--- config.mk ---
export PLATFORM = sky130hd
export DESIGN_NAME = spi_cmd_top
export DESIGN_NICKNAME = d
export VERILOG_FILES = /design/src/rtl/spi_cmd_pkg.sv /design/src/rtl/target_bus_if.sv /design/src/rtl/spi_slave.sv /design/src/rtl/cmd_decoder.sv /design/src/rtl/ctrl_regs.sv /design/src/rtl/vec_store.sv /design/src/rtl/spi_cmd_top.sv
export SDC_FILE = /design/constraint.sdc
export NUM_CORES = 1
export LEC_CHECK = 0
export BUFFER_PORTS_ARGS = -buffer_cell sky130_fd_sc_hd__buf_2
export CAP_MARGIN = 5
export CORE_ASPECT_RATIO = 1.4
export CORE_MARGIN = 4
export CORE_UTILIZATION = 56
export DETAILED_ROUTE_END_ITERATION = 6
export PLACE_DENSITY = 0.75
export SLEW_MARGIN = 20
export SYNTH_ARGS = -nofsm -noshare
export SYNTH_HDL_FRONTEND = slang
export SYNTH_HIERARCHICAL = 1
export SYNTH_SLANG_ARGS = --single-unit
--- constraint.sdc ---
create_clock -name clk -period 3.7 [get_ports clk]
set_clock_uncertainty 0.15 [all_clocks]
set_input_delay 0.185 -clock clk [delete_from_list [all_inputs] [get_ports clk]]
set_output_delay 0.185 -clock clk [all_outputs]
set_load 0.05 [all_outputs]
--- src/rtl/spi_cmd_pkg.sv ---
`default_nettype none

package spi_cmd_pkg;

   // one spi frame carries one command or one reply
   localparam int word_w = 32;
   localparam int payload_w = 24;
   localparam int op_w = word_w - payload_w;

   // command set, codes 8 and up are unknown
   typedef enum logic [op_w-1:0] {
      op_nop = 8'd0,
      op_init = 8'd1,
      op_wr_inv = 8'd2,
      op_rd_inv = 8'd3,
      op_wr_leds = 8'd4,
      op_rd_leds = 8'd5,
      op_wr_vec = 8'd6,
      op_rd_vec = 8'd7
   } cmd_op_e;

   // decoder FSM
   typedef enum logic [1:0] {
      st_idle = 2'd0,
      st_issue = 2'd1,
      st_wait = 2'd2,
      st_reply = 2'd3
   } dec_state_e;

endpackage

`default_nettype wire

--- src/rtl/target_bus_if.sv ---
`timescale 1ns/1ps
`default_nettype none

// request/acknowledge bus, one per target
interface target_bus_if import spi_cmd_pkg::*; ();

   logic req;
   cmd_op_e op;
   logic [payload_w-1:0] wdata;
   logic ack;
   logic [payload_w-1:0] rdata;

   modport host (
      output req, op, wdata,
      input ack, rdata
   );

   modport target (
      input req, op, wdata,
      output ack, rdata
   );

endinterface

`default_nettype wire

--- src/rtl/spi_slave.sv ---
`timescale 1ns/1ps
`default_nettype none

module spi_slave import spi_cmd_pkg::*; #(
   parameter int sync_stages = 2
) (
   input wire clk,
   input wire rst,
   input wire sck,
   input wire ss,
   input wire mosi,
   output logic miso,
   output logic rx_valid,
   input wire rx_ready,
   output logic [word_w-1:0] rx_data,
   input wire tx_valid,
   output logic tx_ready,
   input wire [word_w-1:0] tx_data
);

   localparam int cnt_w = $clog2(word_w) + 1;
   localparam logic [cnt_w-1:0] full_cnt = cnt_w'(word_w);

   // {sck, ss, mosi} per stage
   logic [2:0] pin_sync [sync_stages];
   logic sck_s;
   logic ss_s;
   logic mosi_s;
   logic sck_d;
   logic ss_d;
   logic sck_rise;
   logic sck_fall;
   logic ss_rise;
   logic ss_fall;

   logic [cnt_w-1:0] bit_cnt;
   logic [word_w-1:0] shift_in;
   logic [word_w-1:0] shift_out;
   logic [word_w-1:0] slot;
   logic slot_full;

   always_ff @(posedge clk) begin
      if (rst) begin
         for (int i = 0; i < sync_stages; i++) begin
            pin_sync[i] <= 3'b010;
         end
         sck_d <= 1'b0;
         ss_d <= 1'b1;
      end else begin
         pin_sync[0] <= {sck, ss, mosi};
         for (int i = 1; i < sync_stages; i++) begin
            pin_sync[i] <= pin_sync[i-1];
         end
         sck_d <= sck_s;
         ss_d <= ss_s;
      end
   end

   assign sck_s = pin_sync[sync_stages-1][2];
   assign ss_s = pin_sync[sync_stages-1][1];
   assign mosi_s = pin_sync[sync_stages-1][0];

   // sck edges only count inside a frame
   assign sck_rise = sck_s & ~sck_d & ~ss_s;
   assign sck_fall = ~sck_s & sck_d & ~ss_s;
   assign ss_rise = ss_s & ~ss_d;
   assign ss_fall = ~ss_s & ss_d;

   // receive side, counter saturates one past a full word
   always_ff @(posedge clk) begin
      if (rst) begin
         bit_cnt <= '0;
         rx_valid <= 1'b0;
      end else begin
         if (ss_fall) begin
            bit_cnt <= '0;
         end else if (sck_rise && bit_cnt <= full_cnt) begin
            bit_cnt <= bit_cnt + 1'b1;
         end
         if (rx_valid && rx_ready) begin
            rx_valid <= 1'b0;
         end else if (ss_rise && bit_cnt == full_cnt) begin
            rx_valid <= 1'b1;
         end
      end
   end

   always_ff @(posedge clk) begin
      if (sck_rise) begin
         shift_in <= {shift_in[word_w-2:0], mosi_s};
      end
      if (ss_rise && bit_cnt == full_cnt && !rx_valid) begin
         rx_data <= shift_in;
      end
   end

   // transmit side
   always_ff @(posedge clk) begin
      if (rst) begin
         shift_out <= '0;
         slot_full <= 1'b0;
      end else begin
         if (ss_fall) begin
            shift_out <= slot_full ? slot : '0;
            slot_full <= 1'b0;
         end else if (sck_fall) begin
            shift_out <= {shift_out[word_w-2:0], 1'b0};
         end
         // a write in the load cycle refills the emptied slot
         if (tx_valid && tx_ready) begin
            slot_full <= 1'b1;
         end
      end
   end

   always_ff @(posedge clk) begin
      if (tx_valid && tx_ready) begin
         slot <= tx_data;
      end
   end

   assign tx_ready = ~slot_full;
   assign miso = shift_out[word_w-1];

endmodule

`default_nettype wire

--- src/rtl/cmd_decoder.sv ---
`timescale 1ns/1ps
`default_nettype none

module cmd_decoder import spi_cmd_pkg::*; (
   input wire clk,
   input wire rst,
   input wire rx_valid,
   output logic rx_ready,
   input wire [word_w-1:0] rx_data,
   output logic tx_valid,
   input wire tx_ready,
   output logic [word_w-1:0] tx_data,
   target_bus_if.host regs,
   target_bus_if.host vec
);

   dec_state_e state;

   logic [op_w-1:0] rx_op;
   logic [payload_w-1:0] rx_payload;
   logic rx_to_regs;
   logic rx_to_vec;
   logic rx_known;

   logic [op_w-1:0] op_q;
   logic [payload_w-1:0] payload_q;
   logic [payload_w-1:0] reply_q;
   logic regs_pend;
   logic vec_pend;
   logic regs_left;
   logic vec_left;
   logic is_read;

   assign rx_op = rx_data[word_w-1:payload_w];
   assign rx_payload = rx_data[payload_w-1:0];

   // routing of the incoming opcode
   always_comb begin
      rx_to_regs = 1'b0;
      rx_to_vec = 1'b0;
      rx_known = 1'b1;
      case (rx_op)
         op_nop: ;
         op_init: begin
            rx_to_regs = 1'b1;
            rx_to_vec = 1'b1;
         end
         op_wr_inv, op_rd_inv, op_wr_leds, op_rd_leds: rx_to_regs = 1'b1;
         op_wr_vec, op_rd_vec: rx_to_vec = 1'b1;
         default: rx_known = 1'b0;
      endcase
   end

   assign is_read = (op_q == op_rd_inv) || (op_q == op_rd_leds) || (op_q == op_rd_vec);

   // acks still missing after this cycle
   assign regs_left = regs_pend & ~regs.ack;
   assign vec_left = vec_pend & ~vec.ack;

   always_ff @(posedge clk) begin
      if (rst) begin
         state <= st_idle;
         regs_pend <= 1'b0;
         vec_pend <= 1'b0;
      end else begin
         case (state)
            st_idle: begin
               if (rx_valid) begin
                  regs_pend <= rx_to_regs;
                  vec_pend <= rx_to_vec;
                  // nop and unknown codes answer at once
                  state <= (rx_to_regs || rx_to_vec) ? st_issue : st_reply;
               end
            end
            st_issue: state <= st_wait;
            st_wait: begin
               regs_pend <= regs_left;
               vec_pend <= vec_left;
               if (!regs_left && !vec_left) begin
                  state <= st_reply;
               end
            end
            st_reply: begin
               if (tx_ready) begin
                  state <= st_idle;
               end
            end
            default: state <= st_idle;
         endcase
      end
   end

   // command fields and reply payload
   always_ff @(posedge clk) begin
      if (state == st_idle && rx_valid) begin
         op_q <= rx_op;
         payload_q <= rx_payload;
         reply_q <= rx_known ? '0 : '1;
      end else if (state == st_wait && is_read) begin
         if (regs_pend && regs.ack) begin
            reply_q <= regs.rdata;
         end
         if (vec_pend && vec.ack) begin
            reply_q <= vec.rdata;
         end
      end
   end

   assign regs.req = (state == st_issue) && regs_pend;
   assign regs.op = cmd_op_e'(op_q);
   assign regs.wdata = payload_q;
   assign vec.req = (state == st_issue) && vec_pend;
   assign vec.op = cmd_op_e'(op_q);
   assign vec.wdata = payload_q;

   assign rx_ready = (state == st_idle);
   assign tx_valid = (state == st_reply);
   assign tx_data = {op_q, reply_q};

endmodule

`default_nettype wire

--- src/rtl/ctrl_regs.sv ---
`timescale 1ns/1ps
`default_nettype none

module ctrl_regs import spi_cmd_pkg::*; (
   input wire clk,
   input wire rst,
   target_bus_if.target bus,
   output logic [2:0] leds
);

   logic [15:0] inv_q;
   logic [2:0] leds_q;
   logic ack_q;
   logic [payload_w-1:0] rdata_q;

   always_ff @(posedge clk) begin
      if (rst) begin
         inv_q <= '0;
         leds_q <= '0;
         ack_q <= 1'b0;
      end else begin
         // every request is acked, whatever the opcode
         ack_q <= bus.req;
         if (bus.req) begin
            case (bus.op)
               op_init: begin
                  inv_q <= '0;
                  leds_q <= '0;
               end
               op_wr_inv: inv_q <= ~bus.wdata[15:0];
               op_wr_leds: leds_q <= bus.wdata[2:0];
               default: ;
            endcase
         end
      end
   end

   always_ff @(posedge clk) begin
      if (bus.req) begin
         case (bus.op)
            op_rd_inv: rdata_q <= payload_w'(inv_q);
            op_rd_leds: rdata_q <= payload_w'(leds_q);
            default: rdata_q <= '0;
         endcase
      end
   end

   assign bus.ack = ack_q;
   assign bus.rdata = rdata_q;
   assign leds = leds_q;

endmodule

`default_nettype wire

--- src/rtl/vec_store.sv ---
`timescale 1ns/1ps
`default_nettype none

module vec_store import spi_cmd_pkg::*; #(
   parameter int vec_depth = 4
) (
   input wire clk,
   input wire rst,
   target_bus_if.target bus
);

   localparam int ptr_w = (vec_depth > 1) ? $clog2(vec_depth) : 1;
   localparam logic [ptr_w-1:0] last_addr = ptr_w'(vec_depth - 1);

   logic [payload_w-1:0] mem [vec_depth];
   logic [payload_w-1:0] rd_q;
   logic [ptr_w-1:0] wr_ptr;
   logic [ptr_w-1:0] rd_ptr;

   // clear walk, started by reset and by op_init
   logic clr_active;
   logic clr_ack;
   logic [ptr_w-1:0] clr_addr;
   logic clr_last;

   logic req_d;
   logic rd_d;
   logic ack_q;
   logic [payload_w-1:0] rdata_q;

   assign clr_last = clr_active && (clr_addr == last_addr);

   always_ff @(posedge clk) begin
      if (rst) begin
         wr_ptr <= '0;
         rd_ptr <= '0;
         clr_active <= 1'b1;
         clr_ack <= 1'b0;
         clr_addr <= '0;
         req_d <= 1'b0;
         rd_d <= 1'b0;
         ack_q <= 1'b0;
      end else begin
         req_d <= bus.req && (bus.op != op_init);
         rd_d <= bus.req && (bus.op == op_rd_vec);
         ack_q <= req_d || (clr_last && clr_ack);
         if (clr_active) begin
            clr_addr <= clr_addr + 1'b1;
            if (clr_last) begin
               clr_active <= 1'b0;
               clr_ack <= 1'b0;
            end
         end
         if (bus.req) begin
            case (bus.op)
               op_init: begin
                  wr_ptr <= '0;
                  rd_ptr <= '0;
                  clr_active <= 1'b1;
                  clr_ack <= 1'b1;
                  clr_addr <= '0;
               end
               op_wr_vec: wr_ptr <= (wr_ptr == last_addr) ? '0 : wr_ptr + 1'b1;
               op_rd_vec: rd_ptr <= (rd_ptr == last_addr) ? '0 : rd_ptr + 1'b1;
               default: ;
            endcase
         end
      end
   end

   // inferred RAM, one write port and a registered read
   always_ff @(posedge clk) begin
      if (clr_active) begin
         mem[clr_addr] <= '0;
      end else if (bus.req && bus.op == op_wr_vec) begin
         mem[wr_ptr] <= bus.wdata;
      end
      rd_q <= mem[rd_ptr];
   end

   // output stage
   always_ff @(posedge clk) begin
      rdata_q <= rd_d ? rd_q : '0;
   end

   assign bus.ack = ack_q;
   assign bus.rdata = rdata_q;

endmodule

`default_nettype wire

--- src/rtl/spi_cmd_top.sv ---
`timescale 1ns/1ps
`default_nettype none

module spi_cmd_top #(
   parameter int sync_stages = 2,
   parameter int vec_depth = 4
) (
   input wire clk,
   input wire rst,
   input wire spi_sck,
   input wire spi_ss,
   input wire spi_mosi,
   output logic spi_miso,
   output logic [2:0] leds
);

   logic rx_valid;
   logic rx_ready;
   logic [31:0] rx_data;
   logic tx_valid;
   logic tx_ready;
   logic [31:0] tx_data;

   target_bus_if regs_bus ();
   target_bus_if vec_bus ();

   spi_slave #(
      .sync_stages(sync_stages)
   ) u_spi_slave (
      .clk(clk),
      .rst(rst),
      .sck(spi_sck),
      .ss(spi_ss),
      .mosi(spi_mosi),
      .miso(spi_miso),
      .rx_valid(rx_valid),
      .rx_ready(rx_ready),
      .rx_data(rx_data),
      .tx_valid(tx_valid),
      .tx_ready(tx_ready),
      .tx_data(tx_data)
   );

   cmd_decoder u_cmd_decoder (
      .clk(clk),
      .rst(rst),
      .rx_valid(rx_valid),
      .rx_ready(rx_ready),
      .rx_data(rx_data),
      .tx_valid(tx_valid),
      .tx_ready(tx_ready),
      .tx_data(tx_data),
      .regs(regs_bus.host),
      .vec(vec_bus.host)
   );

   ctrl_regs u_ctrl_regs (
      .clk(clk),
      .rst(rst),
      .bus(regs_bus.target),
      .leds(leds)
   );

   vec_store #(
      .vec_depth(vec_depth)
   ) u_vec_store (
      .clk(clk),
      .rst(rst),
      .bus(vec_bus.target)
   );

endmodule

`default_nettype wire

==> results.ini <==
[worst_setup_path]
worst_setup_path_end_kind=register
worst_setup_path_start_kind=register
worstSetupPathType=register to register
critical_path_required_ns=3.72
max_stage_delay_ns=0.54
path_cells=inv_1 > ha_1 > and2_1 > or3b_4 > or4_4 > o31ai_4 > buf_4
critical_path_peak_fanout=24
critPathTopFamily=simple AND/OR/NAND/NOR gates
timing.critical_path.arrival_ns=2.84
buffers_inverters_on_critical_path=2
critical-path-slowest-cell=sky130_fd_sc_hd__or4_4

[clocking]
tritoncts_num_sinks=395
tritoncts=built
htree_levels=2
cts_inserted_buffers=37
post-cts-setup-buffers=0
clk_latency_ns=0.52
cts.repair.resized=0
clk_root_buffer_cell=sky130_fd_sc_hd__clkbuf_16
cts.reportedPaths.clkPinSlew_ns=0.06
clock_path_buffers=3

[min_path]
worstHoldPathType=input port to register

[grt]
groute.usage.overall_pct=16.6
maximum_number_of_pins_on_one_net_before_global_route_repair=59
grt_pass1_wl_um=37500
antenna_found_initial=0
grt-ovfl-total=0
via_count_of_the_first_global_routing_pass=7074

[floorplan]
starting_density_of_the_core_pct=56.9
vert_die_dim_um=198
fp-row-count=69
core_region_area_um2=25500
io_pins=9
die-width_um=144
die_area_um2=28500

[synthesis]
synthDominantAreaCellType=sky130_fd_sc_hd__edfxtp_1
synth.top_cell.area_share_pct=54.7
yosysSeqAreaShare_pct=72.9
ys_top_cells_by_area=sky130_fd_sc_hd__edfxtp_1, sky130_fd_sc_hd__dfxtp_1, sky130_fd_sc_hd__mux4_2
post_synth.cell_area_avg_um2=14.7
synth_compound_gate_area_share_pct=5.94
synth_fa_ha_area_share_pct=0.864
postSynth.asyncResetShare_pct=0
synthXorXnorAreaFrac_pct=0.423
yosysWarnings=6
synth.ff_latch_count=395
post_synth_mux_area_share_pct=3.95
netlist_area_um2=14500
number_of_enable_type_register_cells_in_the_synthesized_netlist=264
synth_simple_gate_area_share_pct=11.2
yosysUniqueCellTypes=74
dominant_combinational_cell_family_by_area_after_synthesis=simple AND/OR/NAND/NOR gates
synth-main-ff-cell=sky130_fd_sc_hd__edfxtp_1
synthCells=983

[route]
routed_wl_um=22900
drt_pass1_iterations=4
drc_errors=0
vias_per_cell=5.49
num_vias=7226
dr.first_iter.drc_count=423
drtAntennaViolNets=0
post_drt_wl_per_cell_um=17.4

[power_and_ir_drop]
static_leakage_nw=5.36
powerDensity_nw_per_um2=588
ir_worst_vdd_v=0.000488

[sta]
maxSlewHeadroom_pct=39.4
rsz0062_at_grt=false
finalHoldViolCount=0
period_needed_ns=2.82
slew_violations=0
postLayoutSetupSlackWorst_ns=0.879
clock.fmax_mhz=354
min_period_over_period_pct=76.2
worst-slew-pin-transition_ns=0.909
setup_viol=0

[finish]
layoutNonFillerInstCount=1316
drive_above_1_share_pct=14.4
multi_input_area_um2=3320
signed_area_change_from_the_synthesized_netlist_to_the_final_layout_pct=9.51
register_area_um2=10600
post-route-cell-area_um2=15900
insertedDiodeCount=0
nNetsFinal=984
filler_cell_count=1763

[placement]
post-dp-hpwl_um=14200
final_gp_congestion=0.766
buffers_on_ports=8
number_of_placed_cells_counting_well_taps=1244
total_cell_area_at_the_placement_stage_um2=14600
post-place-ws_ns=0.851

[run]
drv.max_cap_violation_count=0

[run_status]
outcome=finished clean

Yosys cell counts (2+ instances only):
library cell / count
sky130_fd_sc_hd__inv_1: 32
sky130_fd_sc_hd__mux2i_1: 2
sky130_fd_sc_hd__edfxtp_1: 264
sky130_fd_sc_hd__nand4_1: 2
sky130_fd_sc_hd__or4_4: 2
sky130_fd_sc_hd__nand3b_1: 3
sky130_fd_sc_hd__nor3b_1: 3
sky130_fd_sc_hd__a41o_2: 2
sky130_fd_sc_hd__nor2b_1: 15
sky130_fd_sc_hd__dfxtp_1: 131
sky130_fd_sc_hd__nor2_1: 54
sky130_fd_sc_hd__o32ai_1: 2
sky130_fd_sc_hd__o21ai_0: 5
sky130_fd_sc_hd__mux4_2: 24
sky130_fd_sc_hd__buf_4: 48
sky130_fd_sc_hd__a22o_1: 2
sky130_fd_sc_hd__xnor2_1: 3
sky130_fd_sc_hd__or2_2: 3
sky130_fd_sc_hd__a311oi_1: 33
sky130_fd_sc_hd__nand4b_1: 3
sky130_fd_sc_hd__o22ai_1: 19
sky130_fd_sc_hd__buf_2: 12
sky130_fd_sc_hd__nor3_1: 15
sky130_fd_sc_hd__nand2b_1: 6
sky130_fd_sc_hd__and2_1: 52
sky130_fd_sc_hd__nand3_1: 35
sky130_fd_sc_hd__a41oi_1: 2
sky130_fd_sc_hd__xor2_1: 4
sky130_fd_sc_hd__a22oi_1: 3
sky130_fd_sc_hd__a31oi_1: 26
sky130_fd_sc_hd__clkbuf_1: 30
sky130_fd_sc_hd__nand2_1: 89
sky130_fd_sc_hd__a21oi_1: 7
sky130_fd_sc_hd__ha_1: 10
area by class of cell:
cell class | count | area share, %
Sequential cell | 395 | 66.5
Multi-Input combinational cell | 469 | 20.9
Clock buffer | 54 | 6.88
Tap cell | 319 | 2.52
Timing Repair Buffer | 34 | 1.56
Clock inverter | 13 | 0.797
Inverter | 32 | 0.757
routing by layer:
metal	global-route usage, %	vias up	wire [um]
met5	0	-	0
met4	4.85	0	473
met3	2.80	33	904
met2	27.8	129	11600
met1	22.4	3532	9900
li1	-	3532	-
state kept, by name, indices dropped and copies added (netlist names), 3 cells and up:
| signal | count |
|---|---|
| u_vec_store/mem | 96 |
| u_spi_slave/rx_data | 32 |
| u_spi_slave/shift_in | 32 |
| u_spi_slave/shift_out | 32 |
| u_spi_slave/slot | 32 |
| u_cmd_decoder/regs.wdata | 24 |
| u_cmd_decoder/reply_q | 24 |
| u_vec_store/bus.rdata | 24 |
| u_vec_store/rd_q | 24 |
| u_ctrl_regs/bus.rdata | 16 |
| u_ctrl_regs/inv_q | 16 |
| u_cmd_decoder/regs.op | 8 |
| u_spi_slave/bit_cnt | 6 |
| u_spi_slave/pin_sync | 6 |
| u_ctrl_regs/leds | 3 |
cells in the final DEF (no fill, tap or decap), types with 10 or more instances in the layout:
| cell type | netlist | final |
|---|---|---|
| sky130_fd_sc_hd__edfxtp_1 | 264 | 264 |
| sky130_fd_sc_hd__dfxtp_1 | 131 | 130 |
| sky130_fd_sc_hd__nand2_1 | 89 | 89 |
| sky130_fd_sc_hd__and2_1 | 52 | 52 |
| sky130_fd_sc_hd__nor2_1 | 54 | 52 |
| sky130_fd_sc_hd__clkbuf_16 | 0 | 38 |
| sky130_fd_sc_hd__nand3_1 | 35 | 35 |
| sky130_fd_sc_hd__a311oi_1 | 33 | 33 |
| sky130_fd_sc_hd__inv_1 | 32 | 32 |
| sky130_fd_sc_hd__a31oi_1 | 26 | 26 |
| sky130_fd_sc_hd__mux4_2 | 24 | 24 |
| sky130_fd_sc_hd__buf_4 | 48 | 21 |
| sky130_fd_sc_hd__o22ai_1 | 19 | 19 |
| sky130_fd_sc_hd__nor3_1 | 15 | 15 |
| sky130_fd_sc_hd__nor2b_1 | 15 | 14 |
| sky130_fd_sc_hd__ha_1 | 10 | 10 |
path summary, 6_finish.rpt:
check                                        startpoint                               endpoint  slack [ns]  cells past startpoint
setup / recovery    u_cmd_decoder/state[1]$_SDFFE_PP0P_       u_vec_store/mem[0][18]$_DFFE_PP_        0.88                      7
hold / removal                                   spi_ss  u_spi_slave/pin_sync[0][1]$_SDFF_PP1_        0.25                      3
setup reg to reg    u_cmd_decoder/state[1]$_SDFFE_PP0P_       u_vec_store/mem[0][18]$_DFFE_PP_        0.88                      7
hold reg to reg   u_spi_slave/pin_sync[0][3]$_SDFF_PP0_      u_spi_slave/shift_in[0]$_DFFE_PP_        0.25                      0
power breakdown:
| group | switching [mW] | total (mW) | internal (mW) |
|---|---|---|---|
| combinational | 0.307 | 0.504 | 0.197 |
| sequential | 0.0931 | 5.10 | 5.00 |
| clock | 1.53 | 3.73 | 2.20 |
repair_timing:
action | in CTS | in global routing
endpoints found under the hold margin | 9 | 0
hold buffers | 5 | 0
endpoints found under the setup margin | 0 | 0
worst min-delay path, stage by stage:
cell and delay [ns]:
sky130_fd_sc_hd__dlygate4sd3_1 0.52, sky130_fd_sc_hd__buf_2 0.09, sky130_fd_sc_hd__or2_2 0.08
kinds of logic after synthesis:
group | count (synthesis)
fa+ha+maj | 10
simple gates | 302
flops | 395
mux | 27
xor+xnor | 7
buf+inv | 126
compound gates | 115
other cells | 1
per-stage QoR:
stage	power, mW	setup TNS, ns	utilization (%)	hold slack [ns]
floorplan	5.53	-0.0187	-	0.104
global placement	5.67	0	57.3	0.220
detailed placement	5.70	0	57.3	0.223
CTS	9.42	0	62.3	0.235
global route	9.67	0	62.3	0.249
finish	9.33	0	62.3	0.251
Power figures use the tool's default switching activity.
